File: config.mk
export PLATFORM = sky130hd
export DESIGN_NAME = btb
export DESIGN_NICKNAME = d
export VERILOG_FILES = /design/src/design/bp_pkg.sv /design/src/design/btb.sv /design/src/design/pred_table.sv
export SDC_FILE = /design/constraint.sdc
export NUM_CORES = 1
export LEC_CHECK = 0
export BUFFER_PORTS_ARGS = -buffer_cell sky130_fd_sc_hd__buf_4
export CAP_MARGIN = 5
export CORE_MARGIN = 8
export CORE_UTILIZATION = 31
export DETAILED_ROUTE_END_ITERATION = 7
export PLACE_DENSITY = 0.47
export SLEW_MARGIN = 10
export SYNTH_ARGS = -nofsm -noshare
export SYNTH_HDL_FRONTEND = slang
export SYNTH_SLANG_ARGS = --single-unit
export TNS_END_PERCENT = 50
File: constraint.sdc
create_clock -name clk -period 4.8 [get_ports clk]
set_clock_uncertainty 0.2 [all_clocks]
set_input_delay 1.2 -clock clk [delete_from_list [all_inputs] [get_ports clk]]
set_output_delay 1.2 -clock clk [all_outputs]
set_load 0.005 [all_outputs]
File: src/design/bp_pkg.sv
package bp_pkg;

// fetch geometry
localparam int fetch_num = 2; // instructions per fetch pair

typedef logic [31:0] virt_t;
typedef logic [31:0] uint32_t;

typedef enum logic [2:0] {
	cf_none,
	cf_branch,   // conditional branch
	cf_jump_imm, // j / jal
	cf_jump_reg, // jr / jalr through a register
	cf_return    // jr $ra
} controlflow_t;

// default table depths
localparam int bht_size = 1024;
localparam int btb_size = 8;
localparam int ras_size = 8;

// 2-bit saturating counter, msb is the taken prediction
typedef logic [1:0] bht_entry_t;

// btb tag is the word address above the index bits
localparam int btb_tag_bits = 30 - $clog2(btb_size);

typedef struct packed {
	logic [btb_tag_bits-1:0] tag;
	virt_t                   target;
} btb_entry_t;

// mips opcodes
localparam logic [5:0] op_special = 6'b000000;
localparam logic [5:0] op_regimm  = 6'b000001; // bltz / bgez by rt
localparam logic [5:0] op_j       = 6'b000010;
localparam logic [5:0] op_jal     = 6'b000011;
localparam logic [5:0] op_beq     = 6'b000100;
localparam logic [5:0] op_bne     = 6'b000101;
localparam logic [5:0] op_blez    = 6'b000110;
localparam logic [5:0] op_bgtz    = 6'b000111;

// function field of op_special
localparam logic [5:0] fn_jr   = 6'b001000;
localparam logic [5:0] fn_jalr = 6'b001001;

// link register
localparam logic [4:0] reg_ra = 5'd31;

endpackage

File: src/design/btb.sv
`timescale 1ns/10ps

module btb #(
	parameter int entries = bp_pkg::btb_size
)(
	input  logic                                  clk,
	input  logic                                  arst_n,
	input  bp_pkg::virt_t                         pc,
	input  logic                                  upd_valid,
	input  bp_pkg::virt_t                         upd_pc,
	input  bp_pkg::virt_t                         upd_target,
	output logic [bp_pkg::fetch_num-1:0]          hit,
	output bp_pkg::virt_t [bp_pkg::fetch_num-1:0] target
);

logic [bp_pkg::fetch_num-1:0][$clog2(entries)-1:0] rd_index;
bp_pkg::btb_entry_t [bp_pkg::fetch_num-1:0]        rd_data;
logic [bp_pkg::fetch_num-1:0]                      rd_valid;
logic [$clog2(entries)-1:0]                        upd_index;
bp_pkg::btb_entry_t                                wr_data;

for (genvar i = 0; i < bp_pkg::fetch_num; i++) begin : gen_slot
	bp_pkg::virt_t slot_pc;

	assign slot_pc     = pc + bp_pkg::virt_t'(4 * i);
	assign rd_index[i] = slot_pc[2 +: $clog2(entries)];
	// tag match guards against aliasing pcs
	assign hit[i]      = rd_valid[i]
	                     && (rd_data[i].tag == slot_pc[31 -: bp_pkg::btb_tag_bits]);
	assign target[i]   = rd_data[i].target;
end

// allocate or overwrite on a register jump mispredict
assign upd_index      = upd_pc[2 +: $clog2(entries)];
assign wr_data.tag    = upd_pc[31 -: bp_pkg::btb_tag_bits];
assign wr_data.target = upd_target;

pred_table #(
	.entry_t ( bp_pkg::btb_entry_t ),
	.entries ( entries             )
) target_table (
	.clk,
	.arst_n,
	.wr_en    ( upd_valid ),
	.wr_index ( upd_index ),
	.wr_data,
	.rd_index,
	.rd_data,
	.rd_valid
);

endmodule

File: src/design/pred_table.sv
`timescale 1ns/10ps

module pred_table #(
	parameter type entry_t  = logic,
	parameter int  entries  = 8,
	parameter int  rd_ports = bp_pkg::fetch_num
)(
	input  logic                                     clk,
	input  logic                                     arst_n,
	input  logic                                     wr_en,
	input  logic [$clog2(entries)-1:0]               wr_index,
	input  entry_t                                   wr_data,
	input  logic [rd_ports-1:0][$clog2(entries)-1:0] rd_index,
	output entry_t [rd_ports-1:0]                    rd_data,
	output logic [rd_ports-1:0]                      rd_valid
);

entry_t             mem [entries];
logic [entries-1:0] entry_valid;

// valid bits are control state
always_ff @(posedge clk or negedge arst_n) begin
	if (!arst_n) begin
		entry_valid <= '0;
	end else if (wr_en) begin
		entry_valid[wr_index] <= 1'b1;
	end
end

// payload array
always_ff @(posedge clk) begin
	if (wr_en) begin
		mem[wr_index] <= wr_data;
	end
end

for (genvar i = 0; i < rd_ports; i++) begin : gen_rd
	assign rd_data[i]  = mem[rd_index[i]];   // async read
	assign rd_valid[i] = entry_valid[rd_index[i]];
end

// a write with unknown payload would poison later predictions
assert property (@(posedge clk) disable iff (!arst_n)
	wr_en |-> !$isunknown(wr_data))
else $error("pred_table: write of unknown data at index %0d", wr_index);

endmodule

== Word-level counts from Yosys, hierarchy flattened ==
Memories as Yosys holds them, arrays and structs flattened.
Cells that the tools add are included.
Storage, ports and cells
  register bits: 8
  memory bits (writable): 472
  input port bits: 99
  output and inout port bits: 66
  word-level logic and storage cells: 21
  memories: 1
Cells by class
  add/sub/neg operators: 1
  order comparisons: 4
  eq/ne operators: 2
  muxes and demuxes: 8
  bitwise gates (word level): 1
  reduce and logical (&&, ||, !) cells: 3
Memories
  target_table.mem: depth 8, width 59, rd ports 2, clocked after memory_dff 0, wr ports 1, line pred_table.sv:18  | entry_t mem [entries];
Operator list (count)
  $eq 27x27->1: 2
  $add 32x3->32 const B: 1
  $lt 3x4->1 const B: 3
  $or 8x8->8: 1
  $bmux 1 s3: 2
  $mux 1: 5
  $demux 1 s3: 1
  $ge 3x1->1 const B: 1
  $logic_and 1x1->1: 3

== Logic depth before layout (Yosys ltp) ==
  word-level depth: 5
  gate-level depth with buffers: 12
  mapped depth without buffers: 9

== Cells and area by module ==
A second synthesis with hierarchy kept.
Second synthesis, totals
  cells, all modules: 1119
  area total of the unflattened synthesis: 23322.4 sq um
By module, submodules not included
  pred_table: times used 1, cells an instance 930, area each 21992.3 sq um, seq. area each 14373.8 sq um
  btb: times used 1, cells an instance 189, area each 1330.0 sq um, seq. area each 0.0 sq um

== Worst setup path after synthesis ==
No wires, ideal clock.
  path type: input to register
  start point: in upd_pc[3]
  end point: reg target_table.entry_valid[0]
  library setup time: 0.090 ns
  arrival time: 5.903 ns
  required time: 4.510 ns
  path slack: -1.393 ns
  cell stages on the path: 3
  buffers on the path: 0
  cells stage by stage: nand2b_1 -> nor3_1 -> or2_2
Between the ends
  cells in the longest elaborated chain, start to end: 5
  elaborated cells between the ends (all ways): 6
  classes of those cells: 2 x order compare; 2 x mux; 1 x bitwise; 1 x reduce/logical
RTL lines
  start, declared: line btb.sv:10  | input bp_pkg::virt_t upd_pc,
  $lt 3x4->1 (not written as such) / $ge 3x1->1 (equally long branches): line pred_table.sv:26  | entry_valid[wr_index] <= 1'b1;
  $logic_and 1x1->1 (not written as such): line pred_table.sv:26
  $mux 1 (not written as such): line pred_table.sv:26
  $demux 1 s3 *
  $or 8x8->8 (no source line) *
  end signal, assigned: line pred_table.sv:24  | entry_valid <= '0;
  end signal, assigned by index: line pred_table.sv:26
  end, declared: line pred_table.sv:19  | logic [entries-1:0] entry_valid;
Mark *: on every way between the ends. The rest lies on a longest branch, timed or not.
A chain may end at the register's enable or synchronous reset.

== Worst setup path in the final report ==
  start point: in pc[3]
  end point: out hit[1] (netlist bit)
Between the ends
  cells in the longest elaborated chain, start to end: 4
  elaborated cells between the ends (all ways): 6
  classes of those cells: 1 x add/sub; 1 x eq/ne; 2 x mux; 1 x reduce/logical; 1 x memory
RTL lines
  start, declared: line btb.sv:8  | input bp_pkg::virt_t pc,
  $add 32x3->32 *: line btb.sv:25  | assign slot_pc = pc + bp_pkg::virt_t'(4 * i);
  $mem_v2 8x59 / $bmux 1 s3 (equally long branches)
  $eq 27x27->1 / $mux 1 (equally long branches): line btb.sv:29, pred_table.sv:39
  $logic_and 1x1->1 *: line btb.sv:29  | && (rd_data[i].tag == slot_pc[31 -: bp_pkg::btb_tag_bits]);
  end, declared: line btb.sv:12  | output logic [bp_pkg::fetch_num-1:0] hit,
Mark *: on every way between the ends. The rest lies on a longest branch, timed or not. The select of a mux whose other input is x is not followed.

==> impl_metrics.ini <==
[synthesis]
synth-warning-count = 0
syn-instance-count = 1217
cell_type_with_the_highest_aggregate_area_in_the_netlist = sky130_fd_sc_hd__edfxtp_1
syn-num-nets = 1317
post_synth.cell_area_avg_um2 = 19.0
synth_area_um2 = 23100
post_synth_num_cell_types = 53
post-synth-top-count-cell = sky130_fd_sc_hd__edfxtp_1
ys_seq_area_share_pct = 62.3
ys_async_sr_fraction_pct = 1.67
ys_top_cells_by_area = sky130_fd_sc_hd__edfxtp_1, sky130_fd_sc_hd__mux4_2, sky130_fd_sc_hd__mux2i_1, sky130_fd_sc_hd__nand2_1, sky130_fd_sc_hd__mux4_1
ys_dominant_reg_cell = sky130_fd_sc_hd__edfxtp_1
synth_edf_count = 472
synth_top_area_share_pct = 61.4
synth_top_cells_by_count = sky130_fd_sc_hd__edfxtp_1, sky130_fd_sc_hd__mux4_2, sky130_fd_sc_hd__nand2_1, sky130_fd_sc_hd__mux2i_1, sky130_fd_sc_hd__xnor2_1
postSynthRegisterBits = 480

[power]
cell_internal_pwr_mw = 7.88
comb_power_share_pct = 14.0
power.switching_fraction_pct = 23.4
sequentialPowerShare_pct = 46.8
power_density_nw_per_um2 = 359
p_clk_share_pct = 39.2
leakage_nw = 9.76
power_switching_mw = 2.40
vdd_ir_drop_max_mv = 0.240

[cells_and_area]
multi_input_gate_area_um2 = 8420
areaGrowthSynthToFinish_pct = 23.9
finish.net_count = 1627
register_area_um2 = 14400
final_layout_size_suffix_gt1_share_pct = 45.3
layout.cells.non_filler = 2538
fillers = 6831

[cts]
worst_skew_pair.late_latency_ns = 0.59
clock_tree_from_tritoncts = yes
register_clock_pin_slew_on_the_reported_worst_setup_and_hold_paths_ns = 0.06
cts-buffers-inserted = 53
holdBufCountCts = 0
clk_path_buf_depth = 3
h_tree_lvls = 2
cts.root.buffer_cell = sky130_fd_sc_hd__clkbuf_16
cts_sinks = 480

[route]
first_iter_violations = 755
detail_route.drc_violations = 0
final_routed_wire_length_divided_by_cell_count_um = 25.0
detail_route.wirelength_um = 63400
dr.pass1.iters = 5
vias_per_cell = 5.10
via_count = 12900
ant_nets = 0

[sta]
rsz_0062_raised_after_global_routing = yes
finalWorstSetupSlack_ns = -0.477
fin_setup_tns_ns = -0.861
final.min_clock_period_ns = 5.28
maxSlewViolCount = 0
max_clock_freq_mhz = 189
tightest_slew_ns = 0.909
setup_viol = 2
relative_slew_slack_pct = 39.4
finalHoldViolations = 0
holdWs_ns = 0.213
layout_worst_path_cycle_share_pct = 110

[floorplan]
floorplan.initialDensity_pct = 31.1
top_level_ports = 165
die_width_um = 289
fp-row-count = 100
die_height_um = 289
design.core.area_um2 = 74100
fp.dieArea_um2 = 83400

[critical_path]
max_stage_delay_ns = 0.45
path_class = input pin to output pin
crit_path_top_delay_cell = sky130_fd_sc_hd__mux2i_1
reg2reg_slack_ns = 3.80
timing.rr.start = target_table.entry_valid[2]$_DFFE_PN0P_
timing.critical_path.cells = buf_8 -> ha_4 -> buf_12 -> buf_4 -> mux4_1 -> mux2i_1 -> xor2_1 -> mux2_2 -> a211oi_2 -> buf_4 -> nand4_1 -> a2111oi_2 -> buf_4
timing.critical_path.from_type = input pin
most_frequent_cell_on_the_critical_path = sky130_fd_sc_hd__buf_4
crit_required_ns = 3.40
worst_reg2reg_path_endpoint = target_table.entry_valid[2]$_DFFE_PN0P_
endpoint_kind = output pin
worst_ep_arrival_time_ns = 3.88
timing.reg2reg.worst_path_depth = 1
critical_path.max_fanout = 11

[place]
io_buffers = 160
dpl_worst_slack_ns = -0.683
hpwl_um = 40800
finalWeightedCongestion = 0.852
placed_cells = 2422

[global_route]
globalRoute.totalOverflow = 0
grt_pass1_wl_um = 93500
first_global_vias = 14200
initial_antenna_violation_count = 4
grt_max_degree = 57
grt.total_usage_pct = 15.1

[flow_run]
drv_cap = 0

[outcome]
failed_checks = negative setup slack
run_status = complete, but fails checks

[hold_path]
hold_path.class = input pin to asynchronous set/reset pin
-- repair_timing --
item | 4_1_cts | 5_1_grt
gates resized for setup | 26 | 13
endpoints found under the setup margin | 28 | 16
setup buffers | 15 | 4
pin swaps | 6 | 4
-- cell families (layout without fill, tap and decap cells) --
logic type | after synthesis | after routing | share of synthesized area (%)
adder cells (fa/ha/maj) | 1 | 1 | 0.0542
AO/OA/AOI/OAI | 27 | 27 | 0.824
other | 0 | 1 | 0
buffers and inverters | 83 | 434 | 1.96
multiplexers | 331 | 331 | 27.6
flip-flops | 480 | 480 | 62.3
XOR/XNOR | 68 | 68 | 2.67
AND/OR/NAND/NOR | 227 | 227 | 4.61
-- power groups by stage --
stage	clock (mW)	combinational, mW	sequential [mW]
floorplan	0	0.781	4.88
detailed placement	0	1.43	4.89
global route	4.33	1.55	4.82
global placement	0	1.42	4.88
finish	4.03	1.44	4.81
CTS	4.17	1.46	4.81
-- cell usage in the layout (no fill, tap or decap), drive strengths merged, types with 2 or more instances in the layout --
cell      count
a211oi        3
a21oi         3
a31oi         3
and2          3
and3          6
and4          4
buf         336
bufinv        6
clkbuf       64
clkinv       23
clkinvlp      2
dfrtp         8
edfxtp      472
inv           3
mux2         34
mux2i        63
mux4        234
nand2       120
nand2b        4
nand3        19
nand4        19
nor2         19
nor3          9
nor4          7
o211ai        2
o21ai         7
or2          10
or3           2
or4           4
xnor2        41
xor2         26
-- critical path: cells and delay by family --
family | cells | cell delay [ns]
buf+inv | 5 | 0.70
fa+ha+maj | 1 | 0.29
xor+xnor | 1 | 0.12
compound gates | 2 | 0.44
simple gates | 1 | 0.11
mux | 3 | 0.99
-- state kept, by name, summed over array words and instances (netlist names) --
signal	flops
target_table.entry_valid	8
target_table.mem	472
-- through the flow --
stage	utilization (%)	power (mW)	area [um2]
floorplan	-	5.66	23100
global placement	35.8	6.31	26500
detailed placement	35.8	6.32	26500
CTS	38.5	10.4	28500
global route	38.6	10.7	28600
finish	38.6	10.3	28600
-- worst max-delay path by stage --
stage	startpoint	endpoint	slack [ns]
global route	pc[2]	hit[1]	-0.68
global placement	pc[3]	hit[1]	-0.73
floorplan	upd_pc[2]	target_table.entry_valid[2]$_DFFE_PN0P_	-1.32
finish	pc[3]	hit[1]	-0.48
CTS	pc[3]	hit[1]	-0.56
detailed placement	pc[3]	hit[1]	-0.68
-- final cells by class --
type	count	share of cell area, %
diodes	1	0.00875
clock buffers	64	4.86
clock inverters	32	1.18
inverters	2	0.0263
multi-input cells	654	29.4
flip-flops and latches	480	50.3
well taps	969	4.24
repair buffers	336	9.96
-- metal layers --
metal / share of wire [%] / vias up / GRT usage, %
met4: 1.5 / 6 / 2.94
met2: 49 / 293 / 24.9
li1: - / 5707 / -
met3: 5.4 / 71 / 3.58
met1: 44 / 6862 / 20.4
met5: 0.066 / - / 0
Power figures use the tool's default switching activity.
