### src/design/bp_pkg.sv
package bp_pkg;

// fetch geometry
localparam int fetch_num = 2; // instructions per fetch pair

typedef logic [31:0] virt_t;
typedef logic [31:0] uint32_t;

typedef enum logic [2:0] {
	cf_none,
	cf_branch,   // conditional branch
	cf_jump_imm, // j / jal
	cf_jump_reg, // jr / jalr through a register
	cf_return    // jr $ra
} controlflow_t;

// default table depths
localparam int bht_size = 1024;
localparam int btb_size = 8;
localparam int ras_size = 8;

// 2-bit saturating counter, msb is the taken prediction
typedef logic [1:0] bht_entry_t;

// btb tag is the word address above the index bits
localparam int btb_tag_bits = 30 - $clog2(btb_size);

typedef struct packed {
	logic [btb_tag_bits-1:0] tag;
	virt_t                   target;
} btb_entry_t;

// mips opcodes
localparam logic [5:0] op_special = 6'b000000;
localparam logic [5:0] op_regimm  = 6'b000001; // bltz / bgez by rt
localparam logic [5:0] op_j       = 6'b000010;
localparam logic [5:0] op_jal     = 6'b000011;
localparam logic [5:0] op_beq     = 6'b000100;
localparam logic [5:0] op_bne     = 6'b000101;
localparam logic [5:0] op_blez    = 6'b000110;
localparam logic [5:0] op_bgtz    = 6'b000111;

// function field of op_special
localparam logic [5:0] fn_jr   = 6'b001000;
localparam logic [5:0] fn_jalr = 6'b001001;

// link register
localparam logic [4:0] reg_ra = 5'd31;

endpackage

### src/design/ras.sv
`timescale 1ns/10ps

module ras #(
	parameter int entries = bp_pkg::ras_size
)(
	input  logic          clk,
	input  logic          arst_n,
	input  logic          flush,
	input  logic          push,
	input  logic          pop,
	input  bp_pkg::virt_t push_data,
	output logic          top_valid,
	output bp_pkg::virt_t top_data
);

bp_pkg::virt_t              stack [entries];
logic [$clog2(entries)-1:0] top_ptr;  // slot of the current top
logic [$clog2(entries)-1:0] push_ptr;
logic [$clog2(entries):0]   depth;    // saturates at entries
logic                       replace;

assign push_ptr  = top_ptr + 1'b1; // wraps, oldest entry gets overwritten
assign replace   = push && pop && top_valid;
assign top_valid = (depth != '0);
assign top_data  = top_valid ? stack[top_ptr] : '0;

always_ff @(posedge clk or negedge arst_n) begin
	if (!arst_n) begin
		top_ptr <= '0;
		depth   <= '0;
	end else if (flush) begin
		depth <= '0;
	end else if (push && !replace) begin
		top_ptr <= push_ptr;
		if (depth < entries) begin
			depth <= depth + 1'b1;
		end
	end else if (pop && !push && top_valid) begin
		top_ptr <= top_ptr - 1'b1;
		depth   <= depth - 1'b1;
	end
end

always_ff @(posedge clk) begin
	if (!flush && push) begin
		if (replace) begin
			stack[top_ptr] <= push_data; // call right after return
		end else begin
			stack[push_ptr] <= push_data;
		end
	end
end

// underflow must leave the stack empty
assert property (@(posedge clk) disable iff (!arst_n)
	(pop && !push && !flush && !top_valid) |=> !top_valid)
else $error("ras: pop of empty stack was not ignored");

endmodule

### config.mk
export PLATFORM = sky130hd
export DESIGN_NAME = ras
export DESIGN_NICKNAME = d
export VERILOG_FILES = /design/src/design/bp_pkg.sv /design/src/design/ras.sv
export SDC_FILE = /design/constraint.sdc
export NUM_CORES = 1
export LEC_CHECK = 0
export BUFFER_PORTS_ARGS = -buffer_cell sky130_fd_sc_hd__buf_2
export CAP_MARGIN = 20
export CELL_PAD_IN_SITES_DETAIL_PLACEMENT = 1
export CELL_PAD_IN_SITES_GLOBAL_PLACEMENT = 1
export CORE_UTILIZATION = 40
export CTS_CLUSTER_SIZE = 8
export DETAILED_ROUTE_END_ITERATION = 8
export PLACE_DENSITY_LB_ADDON = 0.1
export RECOVER_POWER = 25
export SLEW_MARGIN = 10
export SYNTH_ARGS = -nofsm -noshare
export SYNTH_HDL_FRONTEND = slang
export SYNTH_SLANG_ARGS = --single-unit
### constraint.sdc
create_clock -name clk -period 3.7 [get_ports clk]
set_clock_uncertainty 0.2 [all_clocks]
set_input_delay 0.74 -clock clk [delete_from_list [all_inputs] [get_ports clk]]
set_output_delay 0.74 -clock clk [all_outputs]
set_load 0.01 [all_outputs]
---- Word-level counts from Yosys, hierarchy flattened ----
Memory sizes are Yosys's and may differ from the RTL's.
Index checks and enable logic that the tools add are counted.
storage, ports and cells
  flip-flop bits (word level) ............. 7
  bits in writable memories ............... 256
  input port bits ......................... 37
  output and inout bits ................... 33
  word-level logic and storage cells ...... 41
  memories ................................ 1
memories
  memory  words  bits a word  read ports  clocked after memory_dff  write ports  line       source
  stack   8      32           1           0                         1            ras.sv:16  bp_pkg::virt_t stack [entries];
cells by class
  $add $sub $neg .......................... 4
  $lt $le $gt $ge ......................... 1
  equality and inequality tests ........... 1
  muxes and demuxes ....................... 16
  bitwise logic cells ..................... 1
  reductions and logical operators ........ 15
operators by type and width
  kind                                               count
  two-way mux 32 bit                                 2
  OR reduction 32 bit                                1
  two-way mux 4 bit                                  4
  two-way mux 3 bit                                  3
  two-way mux 1 bit                                  7
  logical AND 1 bit                                  6
  adder 4 x 1 -> 4 bit, second input constant        1
  less-than comparator 4 bit, second input constant  1
  AND reduction 2 bit                                2
  nonzero test 4 bit                                 1
  subtractor 4 x 1 -> 4 bit, second input constant   1
  adder 3 x 1 -> 3 bit, second input constant        1
  logical NOT 1 bit                                  3
  != test 3 x 2 -> 1 bit, second input constant      1
  nonzero test 3 bit                                 1
  subtractor 3 x 1 -> 3 bit, second input constant   1
  nonzero test 2 bit                                 1
  inverter 1 bit                                     1

---- Longest topological paths before layout ----
Gate-level depths: netlist of the first run.
  depth after elaboration ................. 7
  depth in mapped cells ................... 10
  depth with buffers taken out ............ 8

---- Worst setup path after synthesis of the first run ----
Ideal clock, no wire load.
  kind .................................... register to register
  start ................................... register depth[1]
  end ..................................... memory stack[3][0] (netlist name) (enable)
  setup time .............................. 0.432 ns
  data arrival time ....................... 2.890 ns
  required time ........................... 3.068 ns
  path slack .............................. 0.179 ns
  stages on the path, launching flop included .. 6
  buffers on the path ..................... 2
  period minus slack after synthesis ...... 3.521 ns
  path through ............................ dfrtp_1 buf_6 o41ai_2 buf_2 nand4_1 a21oi_1
on the way
  longest elaborated chain between the ends .. 7
  elaborated cells between the ends (all ways) .. 11
  classes of those cells .................. 8 x mux; 3 x reduce/logical
ends and longest elaborated chain
  item                                                                     line       source
  start, declared                                                          ras.sv:19  logic [$clog2(entries):0] depth;
  start signal, assigned                                                   ras.sv:36  depth <= depth + 1'b1;
  start signal, assigned                                                   ras.sv:40  depth <= depth - 1'b1;
  nonzero test 4 bit *                                                     ras.sv:24  assign top_valid = (depth != '0);
  logical AND 1 bit *                                                      ras.sv:23  assign replace = push && pop && top_valid;
  two-way mux 1 bit                                                        ras.sv:46  if (replace) begin
  two-way mux 1 bit                                                        ras.sv:45  if (!flush && push) begin
  two-way mux 1 bit (not written as such)                                  ras.sv:49  stack[push_ptr] <= push_data;
  OR reduction 32 bit (no source line)                                     -
  two-way mux 3 bit (no source line) or two-way mux 1 bit (tied branches)  -
  end, declared                                                            ras.sv:16
Every way passes the cells marked *; elsewhere a longest branch is shown, timed or not.

---- Worst setup path in the final report of the first run ----
  start ................................... register top_ptr[0]
  end ..................................... output top_data[16]
on the way
  longest elaborated chain between the ends .. 2
ends and longest elaborated chain
  item                      line       source
  start, declared           ras.sv:17  logic [$clog2(entries)-1:0] top_ptr;
  start signal, assigned    ras.sv:34  top_ptr <= push_ptr;
  start signal, assigned    ras.sv:39  top_ptr <= top_ptr - 1'b1;
  memory read (8 x 32 bit)  -
  two-way mux 32 bit        ras.sv:25  assign top_data = top_valid ? stack[top_ptr] : '0;
  end, declared             ras.sv:13  output bp_pkg::virt_t top_data
No other way between the ends.

==> impl_metrics.py, run 1 <==
metrics = {
    "synthesis": {
        "syn-mean-instance-area_sq_um": 20.9,
        "syn_inst": 497,
        "synth_top_cells_by_count": "edfxtp_1 (256), mux4_2 (64), nor2_1 (43), mux2i_1 (33), clkbuf_1 (16)",
        "ys_seq_area_frac": 0.758,
        "synth_top_area_cell": "edfxtp_1",
        "synth-edff-count": 256,
        "syn_area_sq_mm": 0.0104,
        "yosysWarnings": 0,
        "ys_ff_latch": 263,
        "yosysMostFrequentCell": "edfxtp_1",
        "async_flop_share": 0.0266,
        "synth_nets": 538,
        "synth_ff_type": "edfxtp_1",
        "yosysUniqueCellTypes": 37,
        "netlist_top_cells_area": "edfxtp_1 (74%), mux4_2 (14%), mux2i_1 (3.2%)",
        "yosysTopAreaCellShare": 0.741,
    },
    "sta": {
        "fin_crit_sh": 0.940,
        "final-hold-violation-count": 0,
        "setup_viol": 0,
        "drv_slew": 0,
        "rsz0062_at_grt": "false",
        "tightest_slew_ps": 945,
        "finalSetupTns_ps": 0,
        "finalCriticalPeriod_ps": 3480,
        "fin_ws_ps": 223,
        "finalHoldWorstSlack_ps": 323,
        "slew_headroom": 0.370,
        "fmax_mhz": 288,
    },
    "finish": {
        "drive_above_1_share": 0.308,
        "area_growth_pct": 18.6,
        "stdcell_area_sq_mm": 0.0123,
        "nets": 640,
    },
    "critical_path": {
        "critPathLaunchType": "flip-flop",
        "max_stage_delay_ps": 660,
        "reg2reg_depth": 6,
        "critical_path_class": "flip-flop to primary output",
        "endpoint_kind": "primary output",
        "r2r_end": "stack[5][2]$_DFFE_PP_",
        "critPathTopFamily": "multiplexers",
        "critPathArrivalTime_ps": 2540,
        "r2r_setup_slack_ps": 790,
        "required_ps": 2760,
        "worstPathCellList": "buf_12, mux4_2, mux2i_1, nor2_1, buf_2",
        "path_max_fanout": 40,
        "r2r_start": "top_ptr[0]$_DFFE_PN0P_",
        "slowest_stage": "dfrtp_4",
        "critPathBufInv": 2,
    },
    "worst_hold_path": {
        "hold_path_end": "stack[3][24]$_DFFE_PP_",
        "worstHoldPathCells": 1,
        "worstHoldStart": "push_data[24]",
        "hp-class": "input port to flip-flop",
    },
    "drt": {
        "drt-wirelength-per-cell_um": 23.8,
        "vias": 5043,
        "drt_iter0_drc": 281,
        "detail-route-antenna-nets": 0,
        "finalWirelength_um": 22300,
        "drc": 0,
        "via_per_inst": 5.39,
        "first_pass_iters": 4,
    },
    "floorplan": {
        "core.rowCount": 58,
        "die_area_sq_mm": 0.0266,
        "boundaryPins": 70,
        "coreArea_sq_mm": 0.0253,
        "die_x_um": 163,
        "die_h_um": 163,
        "start_util": 0.410,
    },
    "grt": {
        "grt-ovfl-total": 0,
        "grt_max_degree": 42,
        "antenna_found_initial": 1,
        "grt_pass1_wl_um": 34300,
        "grt_pass1_vias": 5668,
        "track_usage": 0.177,
    },
    "clock_tree": {
        "clkTransAtPathRegs_ps": 50,
        "cts.sinks": 263,
        "clk_latency_ps": 480,
        "hold_buffers": 1,
        "clockBufferDepth": 3,
        "h-tree-depth": 2,
        "cts_buffers": 38,
        "post_cts_resized": 0,
        "root_buffer": "clkbuf_16",
        "cts_tree": "done",
        "postCtsSetupRepairBufs": 0,
    },
    "status": {
        "status": "complete, no violations",
    },
    "placed_design": {
        "hpwl_um": 12500,
        "pre_cts_ws_ps": 689,
        "portBuffers": 69,
        "routabilityCongestion": 0.708,
        "dpl-instance-area_sq_mm": 0.0113,
    },
    "power_and_ir_drop": {
        "power.leakage_nw": 4.07,
        "power.density_mw_per_mm2": 829,
        "irDropWorstVdd_mv": 0.453,
    },
    "job": {
        "maxCapViolCount": 0,
    },
}
[kinds of logic after synthesis]
family,synth area share
DFF,0.758
muxes,0.171
and+or+nand+nor,0.0293
buffers and inverters,0.0150
AOI/OAI and AO/OA,0.0174
xor gates and xnor gates,0.00506
adders and majority gates,0.00482
[worst register-to-register path, delay by kind of cell, from the launching register on]
kind,cells,cell delay [ps]
flip-flops,1,660
AO/OA/AOI/OAI,1,100
adder cells (fa/ha/maj),1,490
buffers and inverters,2,570
AND/OR/NAND/NOR,2,590
[cells in the final DEF, fill, tap and decap left out, drive strengths merged, types with 3 or more instances in the layout]
master,Yosys,layout
mux2i,33,33
a21oi,7,7
mux4,64,64
nand4,5,5
nand2b,3,3
a31oi,5,5
inv,3,3
nor2,43,43
dfrtp,7,7
buf,15,69
nand2,3,3
ha,4,4
edfxtp,256,256
clkbuf,16,67
xnor2,5,5
[through the flow]
step           cells  power (W)   util
2_1_floorplan    497    0.00614      -
3_3_place_gp     888    0.00735  0.447
3_5_place_dp     888    0.00741  0.447
4_1_cts          934     0.0104  0.487
5_1_grt          934     0.0107  0.486
6_report         935     0.0102  0.486
[area by class of cell]
| cell class | count | area, sq um |
|---|---|---|
| clock inverters | 1 | 16.3 |
| multi-input cells | 199 | 2440 |
| inverters | 4 | 15.0 |
| well taps | 330 | 413 |
| fillers | 2307 | 13000 |
| diodes | 1 | 2.50 |
| flip-flops and latches | 263 | 7870 |
| clock buffers | 44 | 973 |
| repair buffers | 93 | 574 |
[flip-flops by register name, summed over array words and instances, names as in the netlist]
signal   count
depth        4
stack      256
top_ptr      3
[routing by layer]
layer | track usage | share of wire
met1 | 0.231 | 0.44
met4 | 0.0463 | 0.015
met3 | 0.0376 | 0.050
met2 | 0.300 | 0.50
met5 | 0 | 0
[report_power, final]
group | internal (W) | switching (W) | leakage (nW)
registers | 0.00369 | 0.000336 | 2.40
clock network | 0.00182 | 0.00111 | 0.482
logic | 0.00149 | 0.00175 | 1.19
[worst max-delay path by stage]
stage | startpoint | endpoint | slack (ps) | cells after the start
final | top_ptr[0]$_DFFE_PN0P_ | top_data[16] | 220 | 5
after CTS | top_ptr[0]$_DFFE_PN0P_ | top_data[16] | 150 | 5
after detailed placement | top_ptr[0]$_DFFE_PN0P_ | top_data[31] | 690 | 5
after global placement | top_ptr[0]$_DFFE_PN0P_ | top_data[31] | 690 | 5
after floorplan | depth[1]$_DFFE_PN0P_ | stack[3][0]$_DFFE_PP_ | 180 | 5
after global routing | top_ptr[0]$_DFFE_PN0P_ | top_data[31] | 40 | 5
(Power assumes the default switching activity.)
==> run 2, diff against run 1 <==
--- a/config.mk
+++ b/config.mk
@@ -14,6 +14,7 @@
 export DETAILED_ROUTE_END_ITERATION = 8
 export PLACE_DENSITY_LB_ADDON = 0.1
 export RECOVER_POWER = 25
+export SKIP_CTS_REPAIR_TIMING = 1
 export SLEW_MARGIN = 10
 export SYNTH_ARGS = -nofsm -noshare
 export SYNTH_HDL_FRONTEND = slang
==> constraint.sdc (replaced) <==
create_clock -name clk -period 4.24 [get_ports clk]
set_clock_uncertainty 0.2 [all_clocks]
set_input_delay 0.848 -clock clk [delete_from_list [all_inputs] [get_ports clk]]
set_output_delay 0.848 -clock clk [all_outputs]
set_load 0.01 [all_outputs]
==> run 2 against run 1 <==
  * Cell count fell by 0.11%
  * First-iteration DRC count fell by 7.1%
  * Via count about the same
  * Worst hold slack better by 100 ps
  * Power is 13% lower
  * Cell area down 0.40%
  * Sequential cell count unchanged
  * Routed wire length shrank 1.5%
  * Critical endpoint is now top_data[17]
==> impl_metrics.py, run 2 (same netlist as run 1, synthesis figures left out) <==
metrics = {
    "power_and_ir_drop": {
        "power.density_mw_per_mm2": 726,
        "clock_power_share": 0.295,
        "switching_share": 0.313,
        "internal_power_w": 0.00612,
        "p_sw_w": 0.00278,
        "combPwrFrac": 0.309,
        "power.leakage_nw": 4.06,
        "p_seq_frac": 0.396,
        "irDropWorstVdd_mv": 0.345,
    },
    "finish": {
        "drive_above_1_share": 0.308,
        "area_growth_pct": 18.1,
        "layout_commonest_cell": "edfxtp_1",
        "largest-register": "stack",
        "final_cell_mix": "edfxtp_1 (256), mux4_2 (64), buf_2 (48), nor2_1 (39), clkbuf_16 (39)",
        "nets": 637,
        "utilization": 0.484,
        "stdcell_area_sq_mm": 0.0123,
        "reg_top3": "stack x256, depth x4, top_ptr x3",
        "largest_register_ffs": 256,
    },
    "critical_path": {
        "critical_path_class": "flip-flop to primary output",
        "critPathArrivalTime_ps": 2720,
        "required_ps": 3190,
        "endpoint_kind": "primary output",
        "path_max_fanout": 43,
        "critPathLaunchType": "flip-flop",
    },
    "placed_design": {
        "dpl-instance-area_sq_mm": 0.0113,
        "hpwl_um": 12400,
        "routabilityCongestion": 0.716,
        "portBuffers": 69,
    },
    "sta": {
        "finalSetupTns_ps": 0,
        "fmax_mhz": 265,
        "setup_viol": 0,
        "drv_slew": 0,
        "fin_crit_sh": 0.890,
        "tightest_slew_ps": 1080,
        "final-hold-violation-count": 0,
        "finalCriticalPeriod_ps": 3770,
        "finalHoldWorstSlack_ps": 424,
        "slew_headroom": 0.281,
        "rsz0062_at_grt": "false",
    },
    "floorplan": {
        "core.rowCount": 58,
        "start_util": 0.410,
        "boundaryPins": 70,
        "die_x_um": 163,
        "die_area_sq_mm": 0.0266,
        "die_h_um": 163,
        "coreArea_sq_mm": 0.0253,
    },
    "clock_tree": {
        "clockBufferDepth": 3,
        "clk_latency_ps": 500,
        "root_buffer": "clkbuf_16",
        "cts_tree": "done",
        "h-tree-depth": 2,
        "cts_buffers": 38,
        "clkTransAtPathRegs_ps": 50,
        "cts.sinks": 263,
    },
    "drt": {
        "via_per_inst": 5.40,
        "finalWirelength_um": 21900,
        "first_pass_iters": 5,
        "drt-wirelength-per-cell_um": 23.5,
        "detail-route-antenna-nets": 0,
        "vias": 5044,
        "drc": 0,
        "drt_iter0_drc": 261,
    },
    "grt": {
        "grt-ovfl-total": 0,
        "grt_max_degree": 44,
        "grt_pass1_vias": 5546,
        "grt_pass1_wl_um": 33400,
        "track_usage": 0.173,
        "antenna_found_initial": 1,
    },
    "job": {
        "maxCapViolCount": 0,
    },
    "worst_hold_path": {
        "hp-class": "input port to flip-flop",
    },
    "status": {
        "status": "complete, no violations",
    },
}
run 2: cell count changes in the layout (fill, tap and decap cells not counted):
cell,previous run,this run
clkbuf_16,38,39
buf_4,17,18
clkbuf_1,29,28
clkinv_8,1,0
buf_2,46,48
inv_6,0,1
buf_12,6,2
run 2: final timing paths:
check                           slack, ps                   start  cells after the start                endpoint
worst max register to register        960  top_ptr[0]$_DFFE_PN0P_                      6  stack[0][29]$_DFFE_PP_
worst min register to register        470    depth[3]$_DFFE_PN0P_                      2    depth[3]$_DFFE_PN0P_
worst max-delay path                  470  top_ptr[1]$_DFFE_PN0P_                      5            top_data[17]
min in group asynchronous             520                  arst_n                      2    depth[3]$_DFFE_PN0P_
worst min-delay path                  420            push_data[2]                      1   stack[4][2]$_DFFE_PP_
max in group asynchronous            3120                  arst_n                      2  top_ptr[0]$_DFFE_PN0P_
run 2: per-stage QoR:
stage               total power [W]  setup slack [ps]  std cells
floorplan                   0.00536               639        497
global placement            0.00635               930        885
detailed placement          0.00641               885        885
CTS                         0.00908               403        932
global route                0.00937               310        933
finish                      0.00890               468        934
run 2: critical path, cell delays in order, from the launching register on:
cell,delay [ps]
dfrtp_4,850
buf_4,550
mux4_2,380
mux2i_1,170
nor2_1,80
buf_2,160
run 2: metal layers:
| metal | vias up | track usage | share of wire |
|---|---|---|---|
| li1 | 2236 | - | - |
| met1 | 2675 | 0.233 | 0.45 |
| met2 | 101 | 0.281 | 0.48 |
| met3 | 32 | 0.0366 | 0.046 |
| met4 | 0 | 0.0573 | 0.019 |
| met5 | - | 0 | 0 |
run 2: area by class of cell:
type,count,area (sq um)
multi-input combinational,199,2440
sequential,263,7870
inverter,4,15.0
clock buffer,46,1000
antenna,1,2.50
clock inverter,1,8.76
timing repair buffer,90,504
tap,330,413
fill,2297,13100
run 2: power by group through the flow:
stage	Combinational, W	Sequential (W)	Clock [W]
global route	0.00302	0.00357	0.00278
CTS	0.00283	0.00354	0.00270
floorplan	0.00202	0.00333	0
detailed placement	0.00282	0.00359	0
finish	0.00275	0.00352	0.00263
global placement	0.00279	0.00357	0
==> run 3, diff against run 2 <==
--- a/config.mk
+++ b/config.mk
@@ -5,6 +5,7 @@
 export SDC_FILE = /design/constraint.sdc
 export NUM_CORES = 1
 export LEC_CHECK = 0
+export ABC_CLOCK_PERIOD_IN_PS = 4240
 export BUFFER_PORTS_ARGS = -buffer_cell sky130_fd_sc_hd__buf_2
 export CAP_MARGIN = 20
 export CELL_PAD_IN_SITES_DETAIL_PLACEMENT = 1
@@ -13,7 +14,6 @@
 export CTS_CLUSTER_SIZE = 8
 export DETAILED_ROUTE_END_ITERATION = 8
 export PLACE_DENSITY_LB_ADDON = 0.1
-export RECOVER_POWER = 25
 export SKIP_CTS_REPAIR_TIMING = 1
 export SLEW_MARGIN = 10
 export SYNTH_ARGS = -nofsm -noshare
==> run 3 against run 2 <==
  * Global-route usage is the same
  * Clock-buffer cell count is the same
  * Sequential power is essentially flat
  * Cell area grew 0.21%
  * Critical endpoint unchanged
==> impl_metrics.py, run 3 (same netlist as run 1, synthesis figures left out) <==
metrics = {
    "status": {
        "status": "complete, no violations",
    },
    "clock_tree": {
        "clk_latency_ps": 500,
        "clockBufferDepth": 3,
        "cts_buffers": 38,
        "cts_tree": "done",
        "root_buffer": "clkbuf_16",
        "h-tree-depth": 2,
        "clkTransAtPathRegs_ps": 50,
        "cts.sinks": 263,
    },
    "placed_design": {
        "pre_cts_ws_ps": 885,
        "routabilityCongestion": 0.716,
        "portBuffers": 69,
        "dp.cells": 885,
        "hpwl_um": 12400,
    },
    "grt": {
        "grtUsageMet2": 0.281,
        "grt-ovfl-total": 0,
        "grt_pass1_vias": 5546,
        "grtUsageMet3": 0.0366,
        "track_usage": 0.173,
        "grt_max_degree": 44,
        "grt_pass1_wl_um": 33400,
        "antenna_found_initial": 1,
        "grt.busiest_layer": "met2",
        "use_met1": 0.233,
    },
    "finish": {
        "nets": 637,
        "final_cell_mix": "edfxtp_1 (256), buf_2 (69), mux4_2 (64), nor2_1 (39), clkbuf_16 (39)",
        "reg_top3": "stack x256, depth x4, top_ptr x3",
        "largest_register_ffs": 256,
        "largest-register": "stack",
        "drive_above_1_share": 0.343,
        "layout_commonest_cell": "edfxtp_1",
        "area_growth_pct": 18.4,
        "fin_cells": 934,
    },
    "floorplan": {
        "coreArea_sq_mm": 0.0253,
        "die_area_sq_mm": 0.0266,
        "die_x_um": 163,
        "start_util": 0.410,
        "boundaryPins": 70,
        "die_h_um": 163,
        "core.rowCount": 58,
    },
    "sta": {
        "final-hold-violation-count": 0,
        "finalSetupTns_ps": 0,
        "drv_slew": 0,
        "fin_ws_ps": 471,
        "finalCriticalPeriod_ps": 3770,
        "setup_viol": 0,
        "rsz0062_at_grt": "false",
        "slew_headroom": 0.287,
        "fin_crit_sh": 0.889,
        "tightest_slew_ps": 1070,
        "fmax_mhz": 265,
    },
    "drt": {
        "via_per_inst": 5.40,
        "drc": 0,
        "vias": 5042,
        "detail-route-antenna-nets": 0,
        "finalWirelength_um": 21900,
        "drt-wirelength-per-cell_um": 23.5,
        "first_pass_iters": 4,
        "drt_iter0_drc": 322,
    },
    "critical_path": {
        "required_ps": 3190,
        "reg2reg_depth": 6,
        "critPathLaunchType": "flip-flop",
        "critPathArrivalTime_ps": 2720,
        "critical_path_class": "flip-flop to primary output",
        "endpoint_kind": "primary output",
        "path_max_fanout": 43,
    },
    "power_and_ir_drop": {
        "power.leakage_nw": 4.12,
        "power.density_mw_per_mm2": 725,
        "irDropWorstVdd_mv": 0.345,
    },
    "worst_hold_path": {
        "worstHoldPathCells": 1,
        "hp-class": "input port to flip-flop",
    },
    "job": {
        "maxCapViolCount": 0,
    },
}
[run 3: cell types whose count changed in the layout (fill, tap and decap cells not counted)]
cell | before | now
buf_2 | 48 | 69
clkbuf_1 | 28 | 7
[run 3: layout make-up]
| cell class | count | area (sq um) |
|---|---|---|
| Fill cell | 2293 | 13000 |
| Clock inverter | 1 | 8.76 |
| Timing Repair Buffer | 90 | 531 |
| Tap cell | 330 | 413 |
| Clock buffer | 46 | 1000 |
| Sequential cell | 263 | 7870 |
| Inverter | 4 | 15.0 |
| Antenna cell | 1 | 2.50 |
| Multi-Input combinational cell | 199 | 2440 |
[run 3: stage by stage]
stage | hold slack (ps) | utilization | power (W) | cell area [sq um]
floorplan | 352 | - | 0.00536 | 10400
global placement | 439 | 0.445 | 0.00635 | 11300
detailed placement | 461 | 0.445 | 0.00641 | 11300
CTS | -23.9 | 0.484 | 0.00908 | 12300
global route | 395 | 0.485 | 0.00938 | 12300
finish | 406 | 0.485 | 0.00891 | 12300
[run 3: final timing paths]
path / endpoint / from / slack (ps)
worst max-delay path: top_data[17] / top_ptr[1]$_DFFE_PN0P_ / 470
worst min-delay path: stack[4][20]$_DFFE_PP_ / push_data[20] / 410
worst max register to register: stack[0][29]$_DFFE_PP_ / top_ptr[0]$_DFFE_PN0P_ / 970
worst min register to register: depth[3]$_DFFE_PN0P_ / depth[3]$_DFFE_PN0P_ / 470
max in group asynchronous: top_ptr[0]$_DFFE_PN0P_ / arst_n / 3120
min in group asynchronous: top_ptr[1]$_DFFE_PN0P_ / arst_n / 520
[run 3: critical path: stages (launching register included)]
cell     delay [ps]
dfrtp_4         840
buf_4           560
mux4_2          380
mux2i_1         170
nor2_1           70
buf_2           160
[run 3: per-layer routing]
| metal | wire (um) | up-vias |
|---|---|---|
| met5 | 0 | - |
| met4 | 416 | 0 |
| met3 | 1000 | 32 |
| met2 | 10700 | 98 |
| met1 | 9860 | 2676 |
| li1 | - | 2236 |
[run 3: report_power, final]
group / total (W) / internal (W) / leakage (nW) / switching [W]
registers: 0.00352 / 0.00322 / 2.40 / 0.000306
clock network: 0.00263 / 0.00163 / 0.493 / 0.000998
logic: 0.00276 / 0.00127 / 1.23 / 0.00148
